<file path="src/source/mvm_mem_pkg.sv">
package mvm_mem_pkg;

   typedef logic [15:0] word_t;
   typedef logic [11:0] addr_t;

   // input memory header
   localparam addr_t IN_HDR_DIM   = 12'd0;
   localparam addr_t IN_HDR_SIZE  = 12'd1;
   localparam addr_t IN_DATA_BASE = 12'd2;

   // weight memory header
   localparam addr_t WT_HDR_SIZE  = 12'd0;
   localparam addr_t WT_DATA_BASE = 12'd1;

   // output memory write port with one word per cycle
   typedef struct packed {
      logic  en;
      addr_t addr;
      word_t data;
   } out_wr_t;

endpackage
</file>
<file path="src/source/mvm_calc_pkg.sv">
package mvm_calc_pkg;

   import mvm_mem_pkg::*;

   localparam int MAX_DIM = 16;

   typedef logic [4:0]  dim_t;   // 1..16
   typedef logic [4:0]  esize_t; // bits per element
   typedef logic [15:0] elem_t;
   typedef logic [35:0] acc_t;   // 16 products of 16x16

   typedef elem_t [MAX_DIM-1:0] in_vec_t;

   typedef struct packed {
      dim_t   n;
      esize_t in_size;
   } job_cfg_t;

   typedef struct packed {
      dim_t  row;
      word_t value;
   } result_t;

   // pull one element of size bits out of a 32-bit word pair at offs
   function automatic elem_t extract_elem(input logic [31:0] pair, input logic [3:0] offs,
                                          input esize_t size);
      logic [31:0] shifted;
      logic [15:0] mask;
      shifted = pair >> offs;
      mask    = (size >= 5'd16) ? 16'hffff : ((16'd1 << size) - 16'd1);
      return shifted[15:0] & mask;
   endfunction

endpackage

</file>
<file path="src/source/mvm_top.sv">
`timescale 1ns/1ps

module mvm_top
   import mvm_mem_pkg::*;
   import mvm_calc_pkg::*;
(
   input  logic    clk,
   input  logic    rst_n,
   input  logic    run,
   output logic    busy,
   output addr_t   in_rd_addr,
   input  word_t   in_rd_data,
   output addr_t   wt_rd_addr,
   input  word_t   wt_rd_data,
   output out_wr_t out_wr
);

   logic     load_req;
   logic     load_ack;
   logic     calc_req;
   logic     calc_ack;
   logic     res_req;
   logic     res_ack;
   job_cfg_t cfg;
   in_vec_t  in_vec;
   result_t  res;

   job_control u_ctrl (
      .clk      (clk),
      .rst_n    (rst_n),
      .run      (run),
      .busy     (busy),
      .load_req (load_req),
      .load_ack (load_ack),
      .calc_req (calc_req),
      .calc_ack (calc_ack)
   );

   input_loader u_load (
      .clk        (clk),
      .rst_n      (rst_n),
      .load_req   (load_req),
      .load_ack   (load_ack),
      .in_rd_addr (in_rd_addr),
      .in_rd_data (in_rd_data),
      .cfg        (cfg),
      .in_vec     (in_vec)
   );

   weight_mac u_mac (
      .clk        (clk),
      .rst_n      (rst_n),
      .calc_req   (calc_req),
      .calc_ack   (calc_ack),
      .cfg        (cfg),
      .in_vec     (in_vec),
      .wt_rd_addr (wt_rd_addr),
      .wt_rd_data (wt_rd_data),
      .res_req    (res_req),
      .res_ack    (res_ack),
      .res        (res)
   );

   result_writer u_wr (
      .clk     (clk),
      .rst_n   (rst_n),
      .res_req (res_req),
      .res_ack (res_ack),
      .res     (res),
      .out_wr  (out_wr)
   );

endmodule

</file>
<file path="src/source/result_writer.sv">
`timescale 1ns/1ps

module result_writer
   import mvm_mem_pkg::*;
   import mvm_calc_pkg::*;
(
   input  logic    clk,
   input  logic    rst_n,
   input  logic    res_req,
   output logic    res_ack,
   input  result_t res,
   output out_wr_t out_wr
);

   logic  wr_en;
   addr_t wr_addr;
   word_t wr_data;

   assign out_wr = '{en: wr_en, addr: wr_addr, data: wr_data};

   always_ff @(posedge clk or negedge rst_n) begin
      if (!rst_n) begin
         wr_en   <= 1'b0;
         res_ack <= 1'b0;
      end else begin
         wr_en <= 1'b0;
         if (res_req && !res_ack) begin // new request only
            wr_en   <= 1'b1;
            res_ack <= 1'b1;
         end else if (!res_req) begin
            res_ack <= 1'b0;
         end
      end
   end

   always_ff @(posedge clk) begin
      wr_addr <= addr_t'(res.row);
      wr_data <= res.value;
   end

endmodule

</file>
<file path="src/source/weight_mac.sv">
`timescale 1ns/1ps

module weight_mac
   import mvm_mem_pkg::*;
   import mvm_calc_pkg::*;
(
   input  logic     clk,
   input  logic     rst_n,
   input  logic     calc_req,
   output logic     calc_ack,
   input  job_cfg_t cfg,
   input  in_vec_t  in_vec,
   output addr_t    wt_rd_addr,
   input  word_t    wt_rd_data,
   output logic     res_req,
   input  logic     res_ack,
   output result_t  res
);

   typedef enum logic [2:0] {
      W_IDLE,
      W_HDR,
      W_RUN,
      W_DRAIN,
      W_ACK
   } state_t;

   state_t     state;
   esize_t     wsize;
   word_t      cur;       // word being unpacked
   logic       cur_v;
   logic       addr_hold; // wt_rd_data belongs to wt_rd_addr
   logic [3:0] ptr;
   logic [4:0] ptr_nxt;
   dim_t       col_cnt;
   dim_t       row_cnt;
   acc_t       acc;
   acc_t       prod;
   acc_t       sum;
   elem_t      w_elem;
   logic       step;
   logic       row_end;
   logic       last_row;
   logic       load_cur;

   // element stepping halts while a result is outstanding
   assign step     = (state == W_RUN) && cur_v && !res_req && !res_ack;
   assign w_elem   = extract_elem({wt_rd_data, cur}, ptr, wsize);
   assign prod     = acc_t'(w_elem) * acc_t'(in_vec[col_cnt[3:0]]);
   assign sum      = acc + prod;
   assign ptr_nxt  = {1'b0, ptr} + wsize;
   assign row_end  = (col_cnt == cfg.n - 5'd1);
   assign last_row = (row_cnt == cfg.n - 5'd1);
   assign load_cur = (state == W_RUN) && addr_hold && (!cur_v || (step && ptr_nxt[4]));

   always_ff @(posedge clk or negedge rst_n) begin
      if (!rst_n) begin
         state      <= W_IDLE;
         wt_rd_addr <= WT_HDR_SIZE;
         addr_hold  <= 1'b0;
         cur_v      <= 1'b0;
         ptr        <= '0;
         col_cnt    <= '0;
         row_cnt    <= '0;
         res_req    <= 1'b0;
         calc_ack   <= 1'b0;
      end else begin
         addr_hold <= 1'b1;
         if (res_req && res_ack) res_req <= 1'b0;
         if (load_cur) begin // refill overlaps a result wait
            cur_v      <= 1'b1;
            wt_rd_addr <= wt_rd_addr + 12'd1;
            addr_hold  <= 1'b0;
         end else if (step && ptr_nxt[4]) begin
            cur_v <= 1'b0; // next word not back yet
         end
         case (state)
            W_IDLE: if (calc_req) state <= W_HDR;
            W_HDR: begin
               state      <= W_RUN;
               wt_rd_addr <= WT_DATA_BASE;
               addr_hold  <= 1'b0;
               cur_v      <= 1'b0;
               ptr        <= '0;
               col_cnt    <= '0;
               row_cnt    <= '0;
            end
            W_RUN: if (step) begin
               ptr <= ptr_nxt[3:0];
               if (row_end) begin
                  res_req <= 1'b1;
                  col_cnt <= '0;
                  row_cnt <= row_cnt + 5'd1;
                  if (last_row) state <= W_DRAIN;
               end else begin
                  col_cnt <= col_cnt + 5'd1;
               end
            end
            W_DRAIN: if (!res_req && !res_ack) begin
               calc_ack <= 1'b1;
               state    <= W_ACK;
            end
            default: if (!calc_req) begin
               calc_ack   <= 1'b0;
               state      <= W_IDLE;
               wt_rd_addr <= WT_HDR_SIZE;
               addr_hold  <= 1'b0;
            end
         endcase
      end
   end

   always_ff @(posedge clk) begin
      if (state == W_HDR) begin
         wsize <= wt_rd_data[4:0];
         acc   <= '0;
      end
      if (load_cur) cur <= wt_rd_data;
      if (step) begin
         if (row_end) begin
            acc <= '0;
            res <= '{row: row_cnt, value: sum[15:0]}; // low 16 bits only
         end else begin
            acc <= sum;
         end
      end
   end

endmodule

</file>
<file path="src/source/input_loader.sv">
`timescale 1ns/1ps

module input_loader
   import mvm_mem_pkg::*;
   import mvm_calc_pkg::*;
(
   input  logic     clk,
   input  logic     rst_n,
   input  logic     load_req,
   output logic     load_ack,
   output addr_t    in_rd_addr,
   input  word_t    in_rd_data,
   output job_cfg_t cfg,
   output in_vec_t  in_vec
);

   typedef enum logic [2:0] {
      L_IDLE,
      L_DIM,
      L_SIZE,
      L_DATA,
      L_ACK
   } state_t;

   state_t     state;
   dim_t       idx;
   logic [3:0] bit_ptr;
   logic [4:0] ptr_nxt;
   logic       word_ok; // read data matches in_rd_addr

   assign ptr_nxt = {1'b0, bit_ptr} + cfg.in_size;

   always_ff @(posedge clk or negedge rst_n) begin
      if (!rst_n) begin
         state      <= L_IDLE;
         in_rd_addr <= IN_HDR_DIM;
         load_ack   <= 1'b0;
         idx        <= '0;
         bit_ptr    <= '0;
         word_ok    <= 1'b0;
      end else begin
         case (state)
            L_IDLE: if (load_req) begin
               state      <= L_DIM;
               in_rd_addr <= IN_HDR_SIZE;
            end
            L_DIM: begin
               state      <= L_SIZE;
               in_rd_addr <= IN_DATA_BASE;
            end
            L_SIZE: begin
               state   <= L_DATA;
               idx     <= '0;
               bit_ptr <= '0;
               word_ok <= 1'b1;
            end
            L_DATA: begin
               if (word_ok) begin
                  idx     <= idx + 5'd1;
                  bit_ptr <= ptr_nxt[3:0];
                  if (ptr_nxt[4]) begin // word used up so fetch the next
                     in_rd_addr <= in_rd_addr + 12'd1;
                     word_ok    <= 1'b0;
                  end
                  if (idx == cfg.n - 5'd1) begin
                     state    <= L_ACK;
                     load_ack <= 1'b1;
                  end
               end else begin
                  word_ok <= 1'b1;
               end
            end
            default: if (!load_req) begin
               load_ack   <= 1'b0;
               state      <= L_IDLE;
               in_rd_addr <= IN_HDR_DIM;
            end
         endcase
      end
   end

   always_ff @(posedge clk) begin
      case (state)
         L_DIM: cfg.n <= in_rd_data[4:0];
         L_SIZE: begin
            cfg.in_size <= in_rd_data[4:0];
            in_vec      <= '0;
         end
         L_DATA: if (word_ok) begin
            in_vec[idx[3:0]] <= extract_elem({16'h0000, in_rd_data}, bit_ptr, cfg.in_size);
         end
         default: ;
      endcase
   end

endmodule

</file>
<file path="src/source/job_control.sv">
`timescale 1ns/1ps

module job_control (
   input  logic clk,
   input  logic rst_n,
   input  logic run,
   output logic busy,
   output logic load_req,
   input  logic load_ack,
   output logic calc_req,
   input  logic calc_ack
);

   typedef enum logic [1:0] {
      S_IDLE,
      S_LOAD,
      S_COMPUTE,
      S_DONE
   } state_t;

   state_t state;

   always_ff @(posedge clk or negedge rst_n) begin
      if (!rst_n) begin
         state    <= S_IDLE;
         busy     <= 1'b0;
         load_req <= 1'b0;
         calc_req <= 1'b0;
      end else begin
         case (state)
            S_IDLE: if (run) begin
               state    <= S_LOAD;
               busy     <= 1'b1;
               load_req <= 1'b1;
            end
            S_LOAD: begin
               if (load_ack) begin
                  load_req <= 1'b0;
               end else if (!load_req) begin // ack has fallen
                  calc_req <= 1'b1;
                  state    <= S_COMPUTE;
               end
            end
            S_COMPUTE: begin
               if (calc_ack) begin
                  calc_req <= 1'b0;
               end else if (!calc_req) begin
                  busy  <= 1'b0; // all outputs written by now
                  state <= S_DONE;
               end
            end
            default: if (!run) state <= S_IDLE; // wait for host to release run
         endcase
      end
   end

endmodule

</file>
<file path="config.mk">
export PLATFORM = sky130hd
export DESIGN_NAME = mvm_top
export DESIGN_NICKNAME = d
export VERILOG_FILES = /design/src/source/mvm_mem_pkg.sv /design/src/source/mvm_calc_pkg.sv /design/src/source/mvm_top.sv /design/src/source/result_writer.sv /design/src/source/weight_mac.sv /design/src/source/input_loader.sv /design/src/source/job_control.sv
export SDC_FILE = /design/constraint.sdc
export NUM_CORES = 1
export LEC_CHECK = 0
export ABC_AREA = 1
export BUFFER_PORTS_ARGS = -buffer_cell sky130_fd_sc_hd__buf_2
export CAP_MARGIN = 20
export CORE_MARGIN = 1
export CORE_UTILIZATION = 55
export CTS_BUF_LIST = sky130_fd_sc_hd__clkbuf_8
export CTS_CLUSTER_SIZE = 16
export DETAILED_ROUTE_END_ITERATION = 10
export PLACE_DENSITY = 0.72
export REMOVE_ABC_BUFFERS = 1
export SLEW_MARGIN = 10
export SYNTH_ARGS = -nofsm -noshare
export SYNTH_HDL_FRONTEND = slang
export SYNTH_SLANG_ARGS = --single-unit
</file>
<file path="constraint.sdc">
create_clock -name clk -period 13.2 [get_ports clk]
set_clock_uncertainty 0.05 [all_clocks]
set_input_delay 0 -clock clk [delete_from_list [all_inputs] [get_ports clk]]
set_output_delay 0 -clock clk [all_outputs]
set_load 0.05 [all_outputs]
</file>
; Word-level counts from Yosys, hierarchy flattened
; Cells that the tools add are included.
[totals]
regBits = 431
latchBits = 0
ramBits = 0
mem_bits_ro = 0
in_bits = 35
out_inout_bits = 54
word_cells = 229
mem_count = 0
[op_classes]
add_sub_neg = 11
multipliers = 1
n_div = 0
order_cmp = 5
eq_ne = 34
shift = 4
muxes = 83
bitwise = 5
n_reduce_logical = 40
[ops]
columns = operator, n
row1 = 256-bit one-hot mux with 2 select lines, 1
row2 = 256-bit bitwise mux, 1
row3 = 256-bit two-way mux, 1
row4 = 36-bit two-way mux, 3
row5 = 12-bit two-way mux, 6
row6 = 16-bit binary-select mux with 4-bit select, 1
row7 = 16-bit demux with 4-bit select, 1
row8 = 16-bit two-way mux, 4
row9 = 12-bit one-hot mux with 4 select lines, 1
row10 = 36-bit by 32-bit adder with 36-bit output, 1
row11 = 16-bit AND, 2
row12 = 16-bit by 16-bit multiplier with 32-bit output, 1
row13 = 1-bit by 5-bit left shift with 16-bit output (first input constant), 2
row14 = 32-bit by 4-bit right shift with 16-bit output, 1
row15 = 16-bit by 1-bit subtractor with 16-bit output (second input constant), 2
row16 = 3-bit two-way mux, 10
row17 = 5-bit one-hot mux with 2 select lines, 3
row18 = 1-bit two-way mux, 25
row19 = 5-bit two-way mux, 5
row20 = 12-bit by 1-bit adder with 12-bit output (second input constant), 2
row21 = 2-bit by 1-bit inequality test with 1-bit output (second input constant), 12
row22 = 12-bit one-hot mux with 2 select lines, 1
row23 = 3-bit one-hot mux with 4 select lines, 2
row24 = 4-bit one-hot mux with 2 select lines, 2
row25 = other kinds (33), 93

; Depth between registers and ports, before layout
[logic_depth]
word_depth = 10
ltp_mapped = 39
ltp_nobuf = 38

; Cells and area by module
; A second synthesis with hierarchy kept.
[unflattened]
hier_cells = 3232
area_unflattened_um2 = 27650.3
[modules_own_cells]
columns = module, instances, cells_per_inst, area_each_um2, seq_area_each_um2
row1 = input_loader, 1, 1361, 14388.8, 8638.3
row2 = weight_mac, 1, 1792, 12374.4, 2567.5
row3 = result_writer, 1, 35, 548.0, 470.5
row4 = job_control, 1, 44, 339.1, 125.1

; Least setup slack after synthesis
; Ideal clock, no wire load.
[synth_path]
kind = reg2reg
from = register u_load.state[2]
to = register u_load.bit_ptr[0]
setup_time_ps = 388
arrival_ps = 6321
t_required_ps = 12762
slack_ps = 6441
path_stages_with_launch = 7
n_path_buf = 0
period_less_slack_ps = 6759
cell_sequence = dfrtp_1 inv_1 nand2_1 nor2_1 nor2_1 inv_1 o21ai_0
[synth_between]
elab_chain_len = 3
word_cells_on_any_way = 6
cone_classes = 3 x eq/ne / 1 x mux / 2 x reduce/logical
[synth_rtl]
columns = item, line
row1 = start: declaration, input_loader.sv:25  ; state_t state;
row2 = start signal: assignment, input_loader.sv:35  ; state <= L_IDLE;
row3 = start signal: assignment, input_loader.sv:44  ; state <= L_DIM;
row4 = start signal: assignment, input_loader.sv:48  ; state <= L_SIZE;
row5 = 3-bit by 2-bit equality test with 1-bit output, input_loader.sv:42  ; case (state)
row6 = 2-bit by 1-bit inequality test with 1-bit output (no source line) or 2-bit nonzero test (tied branches), --
row7 = 2-bit AND reduction (no source line), --
row8 = end signal: assignment, input_loader.sv:60  ; bit_ptr <= ptr_nxt[3:0];
row9 = end: declaration, input_loader.sv:27  ; logic [3:0] bit_ptr;
; Parallel ways exist; a longest one is shown, timed or not.
; A chain may end at the register's enable or synchronous reset.

; Worst setup path after layout
[layout_path]
from = register u_mac.col_cnt[0]
to = register u_mac.acc[15] (data pin)
[layout_between]
elab_chain_len = 6
word_cells_on_any_way = 7
cone_classes = 1 x add/sub / 1 x mul / 1 x eq/ne / 4 x mux
[layout_rtl]
columns = item, line
row1 = start: declaration, weight_mac.sv:35  ; dim_t col_cnt;
row2 = start signal: assignment, weight_mac.sv:96  ; col_cnt <= col_cnt + 5'd1;
row3 = 16-bit binary-select mux with 4-bit select, weight_mac.sv:49  ; assign prod = acc_t'(w_elem) * acc_t'(in_vec[col_cnt[3:0]]);
row4 = 16-bit two-way mux (not written as such), weight_mac.sv:49
row5 = 16-bit by 16-bit multiplier with 32-bit output, weight_mac.sv:49
row6 = 36-bit by 32-bit adder with 36-bit output, weight_mac.sv:50  ; assign sum = acc + prod;
row7 = 36-bit two-way mux (*), weight_mac.sv:120  ; if (row_end) begin
row8 = 36-bit two-way mux (*), weight_mac.sv:119  ; if (step) begin
row9 = end signal: assignment, weight_mac.sv:124  ; acc <= sum;
row10 = end: declaration, weight_mac.sv:37  ; acc_t acc;
; Mark *: on every way between the ends. The rest lies on a longest branch, timed or not. The select of a mux whose other input is x is not followed.

==> metrics <==
status finished clean; TritonCTS clock tree done; core area 0.0477 mm^2; RSZ-0062 raised after global routing false; endpoints failing setup 0; Vias 22,900; crit path capture type flop; mapped cell area 0.0266 mm^2; Crit path arrival time 8560 ps; critical path fanouts, max 74; Total Wirelength 73,300 um; Tot GR Track Use 30.0%; # DRC 0; top cell type by total area after synthesis edfxtp_1; Area Overhead vs Synth 9.25%; share of layout cells above drive strength 1 8.69%; first-pass GRT wire length 118,000 um; asr flop ratio synth 16.1%; Initial Utilization 55.8%; crit path kind flop to flop; CTS Buf Count 74; FP Rows 80; Final GP Congestion 0.926; vias in the first global route 22,300; largest net degree at the start of global routing 141; Clock Latency Late Sink 660 ps; Starting DRT DRC Count 2,673; Port Buffers 81; Final nets 3,453; Synth Warn # 0; crit start category flop; minimum clock period 8250 ps; flops & latches, synth 411; Post-DP HPWL 46,400 um; Synth Instances 3,202; Final WS setup 4950 ps; top post-synthesis cells by area edfxtp_1 37%, nand2_1 9.9%, fa_1 7.2%; H-tree levels 3; drt via density 5.85; Pre-antenna DRT Iters 6; Final Cycle Share 62.5%; die width 222 um; Overflow after GRT 0; final core occ 60.9%; Clk pin slew, worst setup/hold paths 70 ps; Mean Syn Cell Area 8.31 um^2; worst path required time 13,510 ps; leak pwr 12.7 nW; Yosys top cell area share 36.5%; crit-path max cell delay 680 ps; Slew @ Worst Pin 1070 ps; die extent in y 222 um; CP max-delay cell buf_4; clock sinks 411; count leader, synth nand2_1; Slew headroom 28.4%; f_max 121 MHz; Worst path most repeated cell nand2_1; main flop type after synthesis edfxtp_1; WL per Instance 18.7 um; Die Area 0.0493 mm^2; Max Cap Viol 0; pre-CTS worst setup slack 5040 ps; setup TNS 0 ps; post-synthesis sequential area ratio 44.3%; Root Driver clkbuf_8; Hold WC Path Type primary input to flop; clk buf depth 3; initial antenna violation count 0; Power Density 113 mW/mm^2; VDD IR max 0.0812 mV; top cells by count, synth 699 x nand2_1, 339 x nand3_1, 337 x inv_1, 325 x o21ai_0, 324 x edfxtp_1; Slew Viols, Final 0; post-route ant nets 0; synth unique cells 61; Final Hold Fails 0; number of placed I/O pins 89; Post-synth EDFFs 324
[layout make-up]
cell class	count	area (um^2)
diodes	2	5.00
clock buffers	77	1060
clock inverters	54	335
fillers	4184	18700
inverters	352	1330
multi-input cells	2256	12700
flip-flops and latches	411	11800
well taps	615	769
repair buffers	153	1090
[per-stage QoR]
step	hold WS (ps)	instance area [um^2]	power, mW	instances
after floorplan	-346	25700	1.98	3019
after global placement	107	27300	2.09	3753
after detailed placement	122	27300	2.13	3754
after CTS	3.45	29000	3.30	3915
after global routing	58.1	29100	3.45	3918
final	43.9	29100	3.28	3920
[cell usage in the layout (no fill, tap or decap), drive strengths merged, types with 21 or more instances in the layout]
| master | Yosys | layout |
|---|---|---|
| dfxtp | 21 | 21 |
| dfrtp | 66 | 66 |
| o21ai | 335 | 335 |
| dlygate4sd3 | 0 | 29 |
| a21oi | 320 | 320 |
| inv | 346 | 376 |
| clkinv | 6 | 26 |
| nor2 | 232 | 232 |
| fa | 96 | 96 |
| nor3 | 27 | 27 |
| nand2 | 701 | 701 |
| buf | 78 | 124 |
| xor2 | 25 | 25 |
| edfxtp | 324 | 324 |
| clkbuf | 111 | 77 |
| nand3 | 340 | 340 |
| ha | 74 | 74 |
[power by group]
part | internal (mW) | total [mW] | switching (mW)
Combinational | 0.242 | 0.651 | 0.410
Sequential | 1.45 | 1.46 | 0.00668
Clock | 0.606 | 1.17 | 0.564
[repair_timing]
action | 4_1_cts | 5_1_grt
buffers inserted | 0 | 0
gates resized for setup | 0 | 0
hold buffers | 30 | 0
hold endpoints to repair | 101 | 0
[cell families (layout without fill, tap and decap cells)]
logic type               Yosys count  in the layout  share of synthesized area, %
buffers and inverters            541            636                          8.39
XOR/XNOR                          34             34                          1.12
flip-flops                       411            411                          44.3
other                              1              9                        0.0141
AND/OR/NAND/NOR                 1332           1332                          21.3
multiplexers                       1              1                        0.0376
AO/OA/AOI/OAI                    712            712                          14.1
adder cells (fa/ha/maj)          170            170                          10.7
[final timing paths]
kind,start,slack [ps],cells after the start,to
setup / recovery,u_mac.col_cnt[0],4950,36,u_mac.acc[15]
hold / removal,wt_rd_data[12],40,2,u_mac.cur[12]
setup reg to reg,u_mac.col_cnt[0],4950,36,u_mac.acc[15]
hold reg to reg,u_mac.res[20],290,0,u_wr.wr_addr[4]
max in group asynchronous,rst_n,12400,4,u_mac.col_cnt[0]
min in group asynchronous,rst_n,390,4,u_mac.addr_hold
[critical path, delay by kind of cell (launching register included)]
family | cells | cell delay, ps
compound gates | 3 | 560
fa+ha+maj | 7 | 2970
buf+inv | 8 | 2030
simple gates | 18 | 1830
flops | 1 | 440
[flip-flops by register name (all words and copies together), names as in the netlist, 2 cells and up]
register,cells
u_mac.cur,16
u_mac.row_cnt,5
u_ctrl.state,2
u_mac.wt_rd_addr,12
u_mac.state,3
u_load.in_vec,256
u_load.bit_ptr,4
u_mac.res,21
u_load.cfg,10
u_load.in_rd_addr,12
u_mac.wsize,5
u_mac.ptr,4
u_load.idx,5
u_wr.wr_data,16
u_load.state,3
u_mac.acc,16
u_mac.col_cnt,5
u_wr.wr_addr,5
[layer usage]
layer  vias up  GRT usage [%]  share of wire, %
met5         -              0                 0
met1     10800           41.1                42
met3       174           5.59               9.2
met2      1126           47.4                46
li1      10900              -                 -
met4         0           12.0               3.3
Note: power is estimated with default switching activity, not from simulation.
